**config.mk**
```make
export PLATFORM = sky130hd
export DESIGN_NAME = axil_register_subsystem
export DESIGN_NICKNAME = d
export VERILOG_FILES = /design/src/verilog/axil_regs_pkg.sv /design/src/verilog/axil_register_frontend.sv /design/src/verilog/axil_register_subsystem.sv /design/src/verilog/axil_skid_buffer.sv /design/src/verilog/read_delay_timer.sv /design/src/verilog/register_bank.sv
export SDC_FILE = /design/constraint.sdc
export NUM_CORES = 1
export LEC_CHECK = 0
export BUFFER_PORTS_ARGS = -buffer_cell sky130_fd_sc_hd__buf_2
export CAP_MARGIN = 5
export CORE_UTILIZATION = 30
export CTS_BUF_LIST = sky130_fd_sc_hd__clkbuf_2 sky130_fd_sc_hd__clkbuf_4 sky130_fd_sc_hd__clkbuf_8
export DETAILED_ROUTE_END_ITERATION = 10
export SLEW_MARGIN = 20
export SYNTH_ARGS = -nofsm -noshare
export SYNTH_HDL_FRONTEND = slang
export SYNTH_HIERARCHICAL = 1
export SYNTH_SLANG_ARGS = --single-unit
export TNS_END_PERCENT = 30
```
**constraint.sdc**
```tcl
create_clock -name clock -period 12.4 [get_ports clock]
set_input_delay 1.86 -clock clock [delete_from_list [all_inputs] [get_ports clock]]
set_output_delay 1.86 -clock clock [all_outputs]
set_load 0.05 [all_outputs]
```
**src/verilog/axil_regs_pkg.sv**
```systemverilog
package axil_regs_pkg;

    // Bus geometry
    localparam int ADDR_WIDTH = 32;
    localparam int DATA_WIDTH = 32;
    localparam int STRB_WIDTH = DATA_WIDTH / 8;
    localparam int RESP_WIDTH = 2;
    localparam int INDEX_WIDTH = 32;

    // Byte address as seen on the AXI bus
    typedef logic [ADDR_WIDTH-1:0] addr_t;

    // One register word
    typedef logic [DATA_WIDTH-1:0] data_t;

    // One strobe bit per data byte
    typedef logic [STRB_WIDTH-1:0] strb_t;

    typedef logic [RESP_WIDTH-1:0] resp_t;

    // Only OKAY is ever returned
    localparam resp_t resp_okay = 2'b00;

    // Register index after base removal and word shift
    typedef logic [INDEX_WIDTH-1:0] reg_index_t;

    // W channel payload carried through the skid buffer
    typedef struct packed {
        data_t data;
        strb_t strb;
    } write_payload_t;

endpackage

```
**src/verilog/axil_register_frontend.sv**
```systemverilog
`timescale 1ns/1ns

module axil_register_frontend import axil_regs_pkg::*; #(
    parameter addr_t BASE_ADDRESS = '0,
    parameter bit REGISTERED_BUFFERS = 1'b0
) (
    input  logic       clock,
    input  logic       reset,
    // AXI4-Lite slave
    input  addr_t      awaddr,
    input  logic       awvalid,
    output logic       awready,
    input  data_t      wdata,
    input  strb_t      wstrb,
    input  logic       wvalid,
    output logic       wready,
    output resp_t      bresp,
    output logic       bvalid,
    input  logic       bready,
    input  addr_t      araddr,
    input  logic       arvalid,
    output logic       arready,
    output data_t      rdata,
    output resp_t      rresp,
    output logic       rvalid,
    input  logic       rready,
    // Register bank side
    output logic       wr_en,
    output reg_index_t wr_index,
    output data_t      wr_data,
    output strb_t      wr_strb,
    output logic       rd_req_valid,
    output reg_index_t rd_req_index,
    input  logic       rd_req_ready,
    input  logic       rd_data_valid,
    input  data_t      rd_data
);

    addr_t          aw_out_addr;
    logic           aw_out_valid;
    write_payload_t w_in_payload;
    write_payload_t w_out_payload;
    logic           w_out_valid;
    addr_t          ar_out_addr;
    logic           ar_out_valid;
    logic           write_fire;
    logic           read_fire;
    logic           read_pending;

    axil_skid_buffer #(
        .payload_t(addr_t),
        .REGISTER_OUTPUT(REGISTERED_BUFFERS)
    ) aw_buffer (
        .clock(clock),
        .reset(reset),
        .in_valid(awvalid),
        .in_ready(awready),
        .in_data(awaddr),
        .out_valid(aw_out_valid),
        .out_ready(write_fire),
        .out_data(aw_out_addr)
    );

    assign w_in_payload.data = wdata;
    assign w_in_payload.strb = wstrb;

    axil_skid_buffer #(
        .payload_t(write_payload_t),
        .REGISTER_OUTPUT(REGISTERED_BUFFERS)
    ) w_buffer (
        .clock(clock),
        .reset(reset),
        .in_valid(wvalid),
        .in_ready(wready),
        .in_data(w_in_payload),
        .out_valid(w_out_valid),
        .out_ready(write_fire),
        .out_data(w_out_payload)
    );

    axil_skid_buffer #(
        .payload_t(addr_t),
        .REGISTER_OUTPUT(REGISTERED_BUFFERS)
    ) ar_buffer (
        .clock(clock),
        .reset(reset),
        .in_valid(arvalid),
        .in_ready(arready),
        .in_data(araddr),
        .out_valid(ar_out_valid),
        .out_ready(read_fire),
        .out_data(ar_out_addr)
    );

    // Write needs address, data and room for the B response
    assign write_fire = aw_out_valid && w_out_valid && (!bvalid || bready);

    assign wr_en = write_fire;
    assign wr_index = (aw_out_addr - BASE_ADDRESS) >> 2;
    assign wr_data = w_out_payload.data;
    assign wr_strb = w_out_payload.strb;

    always_ff @(posedge clock) begin
        if (!reset) begin
            bvalid <= 1'b0;
        end else if (write_fire) begin
            bvalid <= 1'b1;
        end else if (bready) begin
            bvalid <= 1'b0;
        end
    end

    assign bresp = resp_okay;

    // One read at a time, and only when R can take the result
    assign rd_req_valid = ar_out_valid && !read_pending && (!rvalid || rready);
    assign rd_req_index = (ar_out_addr - BASE_ADDRESS) >> 2;
    assign read_fire = rd_req_valid && rd_req_ready;

    always_ff @(posedge clock) begin
        if (!reset) begin
            read_pending <= 1'b0;
        end else if (read_fire) begin
            read_pending <= 1'b1;
        end else if (rd_data_valid) begin
            read_pending <= 1'b0;
        end
    end

    always_ff @(posedge clock) begin
        if (!reset) begin
            rvalid <= 1'b0;
        end else if (rd_data_valid) begin
            rvalid <= 1'b1;
        end else if (rready) begin
            rvalid <= 1'b0;
        end
    end

    always_ff @(posedge clock) begin
        if (rd_data_valid) begin
            rdata <= rd_data;
        end
    end

    assign rresp = resp_okay;

    // Bank must only answer a request this unit issued
    no_unsolicited_read: assert property (@(posedge clock) disable iff (!reset)
        rd_data_valid |-> read_pending);

endmodule

```
**src/verilog/axil_register_subsystem.sv**
```systemverilog
`timescale 1ns/1ns

module axil_register_subsystem import axil_regs_pkg::*; #(
    parameter addr_t BASE_ADDRESS = '0,
    parameter int NUM_REGISTERS = 16,
    parameter int READ_DELAY = 2,
    parameter bit REGISTERED_BUFFERS = 1'b0
) (
    input  logic  clock,
    input  logic  reset,
    input  addr_t awaddr,
    input  logic  awvalid,
    output logic  awready,
    input  data_t wdata,
    input  strb_t wstrb,
    input  logic  wvalid,
    output logic  wready,
    output resp_t bresp,
    output logic  bvalid,
    input  logic  bready,
    input  addr_t araddr,
    input  logic  arvalid,
    output logic  arready,
    output data_t rdata,
    output resp_t rresp,
    output logic  rvalid,
    input  logic  rready
);

    // Front end to bank
    logic       wr_en;
    reg_index_t wr_index;
    data_t      wr_data;
    strb_t      wr_strb;
    logic       rd_req_valid;
    reg_index_t rd_req_index;
    logic       rd_req_ready;
    logic       rd_data_valid;
    data_t      rd_data;

    axil_register_frontend #(
        .BASE_ADDRESS(BASE_ADDRESS),
        .REGISTERED_BUFFERS(REGISTERED_BUFFERS)
    ) frontend (
        .clock(clock),
        .reset(reset),
        .awaddr(awaddr),
        .awvalid(awvalid),
        .awready(awready),
        .wdata(wdata),
        .wstrb(wstrb),
        .wvalid(wvalid),
        .wready(wready),
        .bresp(bresp),
        .bvalid(bvalid),
        .bready(bready),
        .araddr(araddr),
        .arvalid(arvalid),
        .arready(arready),
        .rdata(rdata),
        .rresp(rresp),
        .rvalid(rvalid),
        .rready(rready),
        .wr_en(wr_en),
        .wr_index(wr_index),
        .wr_data(wr_data),
        .wr_strb(wr_strb),
        .rd_req_valid(rd_req_valid),
        .rd_req_index(rd_req_index),
        .rd_req_ready(rd_req_ready),
        .rd_data_valid(rd_data_valid),
        .rd_data(rd_data)
    );

    register_bank #(
        .NUM_REGISTERS(NUM_REGISTERS),
        .READ_DELAY(READ_DELAY)
    ) bank (
        .clock(clock),
        .reset(reset),
        .wr_en(wr_en),
        .wr_index(wr_index),
        .wr_data(wr_data),
        .wr_strb(wr_strb),
        .rd_req_valid(rd_req_valid),
        .rd_req_index(rd_req_index),
        .rd_req_ready(rd_req_ready),
        .rd_data_valid(rd_data_valid),
        .rd_data(rd_data)
    );

endmodule

```
**src/verilog/axil_skid_buffer.sv**
```systemverilog
`timescale 1ns/1ns

module axil_skid_buffer #(
    parameter type payload_t = logic [31:0],
    parameter bit REGISTER_OUTPUT = 1'b0
) (
    input  logic     clock,
    input  logic     reset,
    input  logic     in_valid,
    output logic     in_ready,
    input  payload_t in_data,
    output logic     out_valid,
    input  logic     out_ready,
    output payload_t out_data
);

    logic     active;
    logic     skid_valid;
    payload_t skid_data;
    logic     in_fire;

    // Ready stays low until the first cycle out of reset
    always_ff @(posedge clock) begin
        if (!reset) begin
            active <= 1'b0;
        end else begin
            active <= 1'b1;
        end
    end

    // Registered ready, no path from out_ready
    assign in_ready = active && !skid_valid;
    assign in_fire = in_valid && in_ready;

    generate
        if (REGISTER_OUTPUT) begin : g_registered
            logic     out_valid_q;
            payload_t out_data_q;
            logic     out_load;

            // Output stage can take a new item
            assign out_load = !out_valid_q || out_ready;

            always_ff @(posedge clock) begin
                if (!reset) begin
                    out_valid_q <= 1'b0;
                    skid_valid <= 1'b0;
                end else if (out_load) begin
                    if (skid_valid) begin
                        // Drain the skid entry first
                        out_valid_q <= 1'b1;
                        skid_valid <= 1'b0;
                    end else begin
                        out_valid_q <= in_fire;
                    end
                end else if (in_fire) begin
                    skid_valid <= 1'b1;
                end
            end

            always_ff @(posedge clock) begin
                if (out_load) begin
                    out_data_q <= skid_valid ? skid_data : in_data;
                end
                if (!out_load && in_fire) begin
                    skid_data <= in_data;
                end
            end

            assign out_valid = out_valid_q;
            assign out_data = out_data_q;
        end else begin : g_bypass
            // Input passes straight through while the skid entry is empty
            assign out_valid = skid_valid || in_fire;
            assign out_data = skid_valid ? skid_data : in_data;

            always_ff @(posedge clock) begin
                if (!reset) begin
                    skid_valid <= 1'b0;
                end else if (skid_valid) begin
                    if (out_ready) begin
                        skid_valid <= 1'b0;
                    end
                end else if (in_fire && !out_ready) begin
                    skid_valid <= 1'b1;
                end
            end

            always_ff @(posedge clock) begin
                if (in_fire && !out_ready) begin
                    skid_data <= in_data;
                end
            end
        end
    endgenerate

    // A stalled output item must not change under the consumer
    out_data_hold: assert property (@(posedge clock) disable iff (!reset)
        out_valid && !out_ready |=> $stable(out_data));

endmodule

```
**src/verilog/read_delay_timer.sv**
```systemverilog
`timescale 1ns/1ns

module read_delay_timer import axil_regs_pkg::*; (
    input  logic       clock,
    input  logic       reset,
    input  logic       start,
    input  reg_index_t count,
    output logic       busy,
    output logic       done
);

    reg_index_t remaining;

    // Expires when the loaded count has run down
    assign done = busy && (remaining == '0);

    always_ff @(posedge clock) begin
        if (!reset) begin
            busy <= 1'b0;
        end else if (start) begin
            busy <= 1'b1;
        end else if (done) begin
            busy <= 1'b0;
        end
    end

    always_ff @(posedge clock) begin
        if (start) begin
            remaining <= count;
        end else if (busy && remaining != '0) begin
            remaining <= remaining - 1;
        end
    end

    // Only one access delay may run at a time
    no_restart_while_busy: assert property (@(posedge clock) disable iff (!reset)
        start |-> !busy);

endmodule

```
**src/verilog/register_bank.sv**
```systemverilog
`timescale 1ns/1ns

module register_bank import axil_regs_pkg::*; #(
    parameter int NUM_REGISTERS = 16,
    parameter int READ_DELAY = 2
) (
    input  logic       clock,
    input  logic       reset,
    input  logic       wr_en,
    input  reg_index_t wr_index,
    input  data_t      wr_data,
    input  strb_t      wr_strb,
    input  logic       rd_req_valid,
    input  reg_index_t rd_req_index,
    output logic       rd_req_ready,
    output logic       rd_data_valid,
    output data_t      rd_data
);

    localparam int INDEX_BITS = (NUM_REGISTERS > 1) ? $clog2(NUM_REGISTERS) : 1;

    data_t      registers [NUM_REGISTERS];
    reg_index_t read_index;
    logic       read_start;
    logic       timer_busy;
    logic       timer_done;
    logic       write_hit;
    logic       read_hit;

    // Merge new bytes over the old word where the strobe is set
    function automatic data_t merge_bytes(input data_t old_word, input data_t new_word,
                                          input strb_t strb);
        data_t result;
        result = old_word;
        for (int b = 0; b < STRB_WIDTH; b++) begin
            if (strb[b]) begin
                result[b*8 +: 8] = new_word[b*8 +: 8];
            end
        end
        return result;
    endfunction

    assign write_hit = wr_en && (wr_index < reg_index_t'(NUM_REGISTERS));

    always_ff @(posedge clock) begin
        if (!reset) begin
            for (int i = 0; i < NUM_REGISTERS; i++) begin
                registers[i] <= '0;
            end
        end else if (write_hit) begin
            registers[wr_index[INDEX_BITS-1:0]] <=
                merge_bytes(registers[wr_index[INDEX_BITS-1:0]], wr_data, wr_strb);
        end
    end

    // Accept a read only while no delay is running
    assign rd_req_ready = !timer_busy;
    assign read_start = rd_req_valid && rd_req_ready;

    always_ff @(posedge clock) begin
        if (read_start) begin
            read_index <= rd_req_index;
        end
    end

    read_delay_timer delay_timer (
        .clock(clock),
        .reset(reset),
        .start(read_start),
        .count(reg_index_t'(READ_DELAY)),
        .busy(timer_busy),
        .done(timer_done)
    );

    // Value is sampled at the end of the delay, so late writes show up
    assign read_hit = read_index < reg_index_t'(NUM_REGISTERS);
    assign rd_data_valid = timer_done;
    assign rd_data = read_hit ? registers[read_index[INDEX_BITS-1:0]] : '0;

endmodule
```
==> results.json, run 1 <==
{
  "drc": 0,
  "ant_nets": 0,
  "p_per_area_nw_per_um2": 153,
  "synth_area_um2": 31700,
  "cts.path.max_buffers": 3,
  "h-tree-depth": 3,
  "hold_viol": 0,
  "cts_root_buf": "clkbuf_8",
  "clkTransAtPathRegs_ps": 60,
  "grtUsageMet3_pct": 2.77,
  "rsz0062_at_grt": "no",
  "cts_setup_buffers": 0,
  "die-height_um": 327,
  "holdPathStages": 1,
  "grt_pass1_wl_um": 119000,
  "worst_slew_pin_slew_ps": 1120,
  "drt_iter0_markers": 1387,
  "grt_usage_pct": 14.9,
  "slew_viol_final": 0,
  "cts_tree": "done",
  "layout_common_cells": "edfxtp_1, nor2_1, buf_2",
  "fin_nets": 2422,
  "portBuffers": 139,
  "final-seq-area_um2": 21400,
  "first_global_vias": 18700,
  "drt_wl_total_um": 79600,
  "avgViaCountPerCell": 4.83,
  "critPathTopFamily": "simple AND/OR/NAND/NOR gates",
  "arrival_ps": 5390,
  "worstPathCellList": "buf_2, a21o_1, nand2_1, nor2b_1, nor4b_1, and4_1, buf_4, nand3_1, o21ai_1",
  "status": "complete, no violations",
  "path_max_fanout": 20,
  "core_area_um2": 104000,
  "final_area_um2": 36000,
  "p_seq_share_pct": 52.4,
  "worstHoldPathType": "register to register",
  "power.leakage_uw": 0.0123,
  "numCtsBuffers": 112,
  "required_ps": 12790,
  "stdcell_count": 3783,
  "rr_worst_depth": 7,
  "place_inst": 3580,
  "yosys_warnings": 6,
  "p_clk_share_pct": 35.7,
  "start_util_pct": 30.4,
  "grt_use_met2_pct": 25.3,
  "wire_per_inst_um": 21.0,
  "crit_type": "primary input to register",
  "hold_buffers": 0,
  "cp.depth": 9,
  "fin_util_pct": 34.6,
  "num_rows": 118,
  "fin_skew_ps": 50.8,
  "syn2layout_area_growth_pct": 13.7,
  "layout-drive-gt1-share_pct": 27.6,
  "pwr-share-comb_pct": 11.9,
  "fillerInstances": 9947,
  "end_kind": "register",
  "die_area_um2": 107000,
  "fin_crit_sh_pct": 40.3,
  "cp_slowest_cell": "o21ai_1",
  "cts_resized": 0,
  "cp-start-kind": "primary input",
  "cap_violations": 0,
  "min_period_ps": 5000,
  "antenna_found_initial": 6,
  "grt_busiest_layer": "met2",
  "synth_cells": 2120,
  "power_switching_uw": 1420,
  "first_pass_iters": 5,
  "crit_buf_inv": 2,
  "clk_latency_ps": 760,
  "die_w_um": 327,
  "grt_overflow": 0,
  "dpl_cell_area_um2": 33900,
  "sw_frac_of_total_pct": 25.8,
  "slew_headroom_pct": 24.9,
  "grt_max_degree": 94,
  "max_clock_freq_mhz": 200,
  "post-dp-hpwl_um": 49000,
  "fin_setup_tns_ps": 0,
  "multi_input_area_um2": 9320,
  "internal-power_uw": 4080,
  "num_vias": 18300,
  "clock-sinks": 718,
  "grt_use_met1_pct": 19.1,
  "finalSetupViolCount": 0,
  "ir_drop_v": 0.0000777,
  "io_pins": 148,
  "final_common_cell": "edfxtp_1",
  "max_stage_delay_ps": 970,
  "gp_congestion": 0.769,
  "avgSynthCellArea_um2": 14.9
}
[stage by stage]
stage               hold slack [ps]  worst slack [ps]  power, uW
floorplan                       450              6630       3380
global placement                458              6250       3580
detailed placement              461              6140       3590
CTS                             486              7060       5550
global route                    501              7150       5700
finish                          478              7400       5500
[path summary, 6_finish.rpt]
check	start	to	slack, ps
setup / recovery	wvalid	bank/registers[11][11]	7400
hold / removal	bank/read_index[0]	register	480
setup reg to reg	frontend/aw_buffer/skid_valid	bank/registers[11][11]	7720
hold reg to reg	bank/read_index[0]	register	480
[state kept, by name, summed over array words and instances, names as in the netlist, named ones only]
register / count
bank/delay_timer/busy: 1
bank/delay_timer/remaining: 32
bank/read_index: 32
bank/registers: 512
frontend/ar_buffer/active: 1
frontend/ar_buffer/skid_data: 30
frontend/ar_buffer/skid_valid: 1
frontend/aw_buffer/active: 1
frontend/aw_buffer/skid_data: 30
frontend/aw_buffer/skid_valid: 1
frontend/bvalid: 1
frontend/rdata: 32
frontend/read_pending: 1
frontend/rvalid: 1
frontend/w_buffer/active: 1
frontend/w_buffer/skid_data: 36
frontend/w_buffer/skid_valid: 1
[metal layers]
metal	share of wire (%)	routed length (um)
met5	0	0
met4	2.1	1660
met3	6.4	5070
met2	50	39700
met1	42	33200
[power groups by stage]
stage / sequential [uW] / combinational (uW) / clock [uW]
after floorplan: 2890 / 497 / 0
after global routing: 2900 / 708 / 2100
after CTS: 2880 / 664 / 2010
after global placement: 2930 / 654 / 0
after detailed placement: 2930 / 662 / 0
final: 2880 / 657 / 1960
[worst reg2reg max path, cell delays in order, from the launching register on]
cell	delay [ps]
dfxtp_2	430
buf_4	440
mux2_4	380
nor4_1	600
and4_1	300
buf_4	350
nand3_1	880
o21ai_1	970
[area by class of cell]
cell class | instances | area share (%)
inverter | 14 | 0.146
timing repair buffer | 224 | 3.70
sequential | 718 | 59.5
multi-input combinational | 1244 | 25.9
clock inverter | 44 | 0.698
antenna | 1 | 0.00695
tap | 1380 | 4.79
clock buffer | 158 | 5.27
No activity file was read; power rests on OpenSTA's default activity.
==> run 2: changes to the inputs <==
Clock period 12.4 ns to 4.05 ns, I/O delays scaled along.
==> run 2 against run 1 <==
  * Register-to-register slack got worse by 7000 ps
  * Final area is 2.2% higher
  * Sequential share of layout area fell by 1.3 points
  * Critical path depth unchanged
  * Final cell count rose by 2.1%
  * Via count is 2.0% higher
  * Clock power increased to 3.2 times the previous value
  * Die area did not move
  * Global-route usage grew 0.16 points
  * Wire length increased by 1.2%
  * Sequential power rose to 3.1 times the previous value
  * Highest routed layer unchanged
==> results.json, run 2 (same netlist as run 1, synthesis figures left out) <==
{
  "multi_input_area_um2": 9320,
  "r2r_start": "frontend/aw_buffer/skid_valid",
  "avgViaCountPerCell": 4.82,
  "worstPathCellList": "buf_4, mux2_4, nor4b_1, and4_1, buf_4, buf_4, nand4_4, buf_4, nor2_1",
  "largestRegisters": "bank/registers: 512 flops, frontend/w_buffer/skid_data: 36 flops",
  "end_kind": "register",
  "largest_reg_flops": 512,
  "pwr-share-comb_pct": 12.2,
  "die_w_um": 327,
  "p_per_area_nw_per_um2": 464,
  "cts_setup_buffers": 0,
  "path_max_fanout": 26,
  "cap_violations": 0,
  "dp_worst_setup_slack_ps": 505,
  "layout_common_cells": "edfxtp_1, nor2_1, buf_2",
  "grt_overflow": 0,
  "status": "complete, no violations",
  "post-dp-hpwl_um": 50600,
  "grt_pass1_wl_um": 120000,
  "fin_total_pwr_uw": 17100,
  "startpoint": "frontend/aw_buffer/skid_valid",
  "worst_slew_pin_slew_ps": 1040,
  "fillerInstances": 9920,
  "cts.path.max_buffers": 3,
  "start_util_pct": 30.4,
  "cts_tree": "done",
  "layout-drive-gt1-share_pct": 29.0,
  "first_global_vias": 18900,
  "cts_root_buf": "clkbuf_8",
  "final_common_cell": "edfxtp_1",
  "hold_viol": 0,
  "finalSetupViolCount": 0,
  "cp-start-kind": "register",
  "slew_viol_final": 0,
  "ant_nets": 0,
  "dpl_cell_area_um2": 34300,
  "grt_max_degree": 85,
  "fin_nets": 2498,
  "rsz0062_at_grt": "no",
  "core_area_um2": 104000,
  "final_area_um2": 36800,
  "power.leakage_uw": 0.0127,
  "gp_congestion": 0.778,
  "fin_skew_ps": 38.3,
  "drt_iter0_markers": 1463,
  "min_period_ps": 3290,
  "power_switching_uw": 4350,
  "required_ps": 4610,
  "num_vias": 18600,
  "wire_per_inst_um": 20.9,
  "grt_usage_pct": 15.0,
  "portBuffers": 139,
  "drc": 0,
  "drt_wl_total_um": 80600,
  "clock-sinks": 718,
  "setup_ws_ps": 762,
  "critical_path.most_common_cell": "buf_4",
  "crit_type": "register to register",
  "num_rows": 118,
  "fin_crit_sh_pct": 81.2,
  "cp_slowest_cell": "buf_4",
  "numCtsBuffers": 116,
  "p_clk_share_pct": 36.2,
  "die-height_um": 327,
  "clkTransAtPathRegs_ps": 60,
  "arrival_ps": 3850,
  "sw_frac_of_total_pct": 25.4,
  "antenna_found_initial": 6,
  "internal-power_uw": 12700,
  "first_pass_iters": 5,
  "die_area_um2": 107000,
  "p_seq_share_pct": 51.6,
  "h-tree-depth": 3,
  "final-seq-area_um2": 21400,
  "max_clock_freq_mhz": 304,
  "holdWs_ps": 75.3,
  "critPathTopFamily": "buffers and inverters",
  "fin_setup_tns_ps": 0,
  "slew_headroom_pct": 30.8,
  "syn2layout_area_growth_pct": 16.3,
  "max_stage_delay_ps": 450,
  "worstHoldPathType": "primary input to register",
  "io_pins": 148,
  "min_from": "awaddr[16]",
  "ir_drop_v": 0.000238,
  "clk_latency_ps": 750,
  "max_flop_register": "bank/registers",
  "crit_buf_inv": 4
}
[run 2: changes by cell type in the layout (fill, tap and decap cells not counted), sizes merged, moves of 4 or more]
| cell | change |
|---|---|
| buf | +47 |
| clkbuf | +9 |
| dlygate4sd3 | +25 |
| inv | -4 |
[run 2: stage by stage]
step                      instances  utilization (%)
after floorplan                2157                -
after global placement         3627             33.0
after detailed placement       3627             33.0
after CTS                      3860             35.4
after global routing           3863             35.4
final                          3864             35.4
[run 2: what timing repair did]
item | CTS | global route
hold buffers | 25 | 0
resized for setup | 0 | 0
hold endpoints to repair | 25 | 0
[run 2: final timing paths]
kind                                       to  slack (ps)  cells past startpoint
max                     bank/registers[2][23]         760                      9
min          frontend/aw_buffer/skid_data[16]          80                      1
max reg2reg             bank/registers[2][23]         760                      9
min reg2reg                          register         480                      1
[run 2: cell type report]
| cell class | instances | area share, % |
|---|---|---|
| clock inverters | 41 | 0.727 |
| multi-input cells | 1244 | 25.3 |
| clock buffers | 167 | 5.39 |
| diodes | 4 | 0.0272 |
| repair buffers | 296 | 5.50 |
| inverters | 14 | 0.143 |
| flip-flops and latches | 718 | 58.2 |
| well taps | 1380 | 4.69 |
[run 2: power groups by stage]
stage               logic, uW  clock network [uW]  registers, uW
floorplan                1520                   0           8830
global placement         2070                   0           8960
detailed placement       2090                   0           8980
CTS                      2120                6330           8830
global route             2260                6610           8870
finish                   2090                6180           8820
[run 2: per-layer routing]
layer	share of wire, %	track usage [%]	up-vias
met1	41	19.5	9376
met5	0	0	-
met3	6.7	2.76	142
met2	49	25.1	619
li1	-	-	8491
met4	2.7	5.60	0
==> run 3: changes to the inputs <==
Clock period 4.05 ns to 2.8 ns, I/O delays scaled along.
==> run 3 against run 2 <==
  * Clock skew increased by 12 ps
  * Clock power rose by 39%
  * Combinational power rose by 60%
  * Utilization increased by 1.3 points
  * Global-route usage fell by 0.060 points
  * Sequential power is 44% higher
  * Flip-flop and latch count unchanged
  * Die area stayed put
  * Highest routed layer unchanged
  * Final area up 3.6%
  * Register-to-register slack got worse by 620 ps
  * Wire length down 0.12%
==> results.json, run 3 (same netlist as run 1, synthesis figures left out) <==
{
  "status": "complete, no violations",
  "cts_root_buf": "clkbuf_8",
  "hold_viol": 0,
  "num_vias": 19000,
  "p_clk_share_pct": 34.9,
  "post-dp-hpwl_um": 50000,
  "drc": 0,
  "gp_congestion": 0.778,
  "grt_overflow": 0,
  "fin_nets": 2617,
  "fin_skew_ps": 50.4,
  "cts_tree": "done",
  "clock-sinks": 718,
  "min_period_ps": 2650,
  "syn2layout_area_growth_pct": 20.4,
  "cp_slowest_cell": "dfxtp_2",
  "internal-power_uw": 18200,
  "power_switching_uw": 6380,
  "rrSetupSlack_ps": 150,
  "power.leakage_uw": 0.0133,
  "avgViaCountPerCell": 4.77,
  "sw_frac_of_total_pct": 26.0,
  "path_max_fanout": 16,
  "min_from": "wvalid",
  "cp-start-kind": "register",
  "slew_headroom_pct": 49.5,
  "critical_path.most_common_cell": "buf_12",
  "worst_slew_pin_slew_ps": 757,
  "grt_usage_pct": 15.0,
  "p_per_area_nw_per_um2": 645,
  "h-tree-depth": 3,
  "die_area_um2": 107000,
  "clkTransAtPathRegs_ps": 60,
  "largest_reg_flops": 512,
  "grt_max_degree": 77,
  "grt_pass1_wl_um": 120000,
  "crit_type": "register to register",
  "wire_per_inst_um": 20.2,
  "worstPathCellList": "buf_12, mux2_4, nor4b_2, and4_4, buf_12, nand3_1, buf_12, o21ai_0, buf_4",
  "final_common_cell": "edfxtp_1",
  "numCtsBuffers": 112,
  "cts_setup_buffers": 0,
  "clk_latency_ps": 760,
  "die-height_um": 327,
  "antenna_found_initial": 6,
  "rsz0062_at_grt": "no",
  "arrival_ps": 3120,
  "pwr-share-comb_pct": 13.6,
  "portBuffers": 139,
  "max_stage_delay_ps": 370,
  "core_area_um2": 104000,
  "num_rows": 118,
  "r2r_start": "frontend/aw_buffer/skid_valid",
  "io_pins": 148,
  "slew_viol_final": 0,
  "start_util_pct": 30.4,
  "max_flop_register": "bank/registers",
  "end_kind": "register",
  "ir_drop_v": 0.000363,
  "required_ps": 3270,
  "die_w_um": 327,
  "p_seq_share_pct": 51.5,
  "layout-drive-gt1-share_pct": 29.3,
  "max_clock_freq_mhz": 377,
  "cap_violations": 0,
  "fin_crit_sh_pct": 94.8,
  "startpoint": "frontend/aw_buffer/skid_valid",
  "holdWs_ps": 82.9,
  "largestRegisters": "bank/registers: 512 flops, frontend/w_buffer/skid_data: 36 flops",
  "cts.path.max_buffers": 3,
  "worstHoldPathType": "primary input to register",
  "drt_wl_total_um": 80500,
  "fin_setup_tns_ps": 0,
  "layout_common_cells": "edfxtp_1, nor2_1, buf_4",
  "finalSetupViolCount": 0,
  "first_global_vias": 19600,
  "ant_nets": 0,
  "drt_iter0_markers": 1400,
  "first_pass_iters": 5
}
==> run 3: cell type report <==
type	count	area, um2
antenna	6	15.0
clock buffer	146	1800
clock inverter	57	320
fill	9890	66000
inverter	14	52.6
multi-input combinational	1244	9340
sequential	718	21400
tap	1380	1730
timing repair buffer	419	3440
==> run 3: worst paths after layout <==
| kind | end | cells past startpoint |
|---|---|---|
| max reg2reg | bank/registers[2][14] | 9 |
| min | frontend/w_buffer/skid_valid | 3 |
| max | bank/registers[2][14] | 9 |
| min reg2reg | register | 1 |
==> run 3: power groups by stage <==
stage          registers [uW]  logic [uW]  clock network [uW]
5_1_grt                 12700        3600                9150
6_report                12700        3350                8570
3_5_place_dp            12900        3250                   0
2_1_floorplan           12800        2210                   0
4_1_cts                 12700        3370                8740
3_3_place_gp            12900        3210                   0
==> run 3: repair_timing <==
action / in CTS / in global routing
hold buffers: 98 / 0
pin swaps: 0 / 1
endpoints found under the hold margin: 128 / 0
resized for setup: 2 / 9
endpoints found under the setup margin: 13 / 666
==> run 3: per-stage QoR <==
| step | instance area, um2 | std cells | worst slack, ps | power [uW] | util, % |
|---|---|---|---|---|---|
| after global placement | 35000 | 3677 | 40.9 | 16100 | 33.6 |
| final | 38100 | 3984 | 145 | 24600 | 36.6 |
| after floorplan | 31800 | 2157 | -118 | 15000 | - |
| after detailed placement | 35000 | 3677 | -24.0 | 16100 | 33.6 |
| after CTS | 38100 | 3978 | 14.5 | 24800 | 36.6 |
| after global routing | 38100 | 3984 | 16.5 | 25500 | 36.6 |
==> run 3: critical path, delay by kind of cell, from the launching register on <==
kind,cells,cell delay [ps]
mux,1,320
buf+inv,4,710
flops,1,370
compound gates,1,250
simple gates,3,710
==> run 3: routing by layer <==
metal	GRT usage (%)	up-vias	part of all wire, %
met4	5.85	0	2.8
met2	25.1	677	49
met5	0	-	0
met1	19.5	9457	41
met3	2.30	133	6.7
li1	-	8728	-
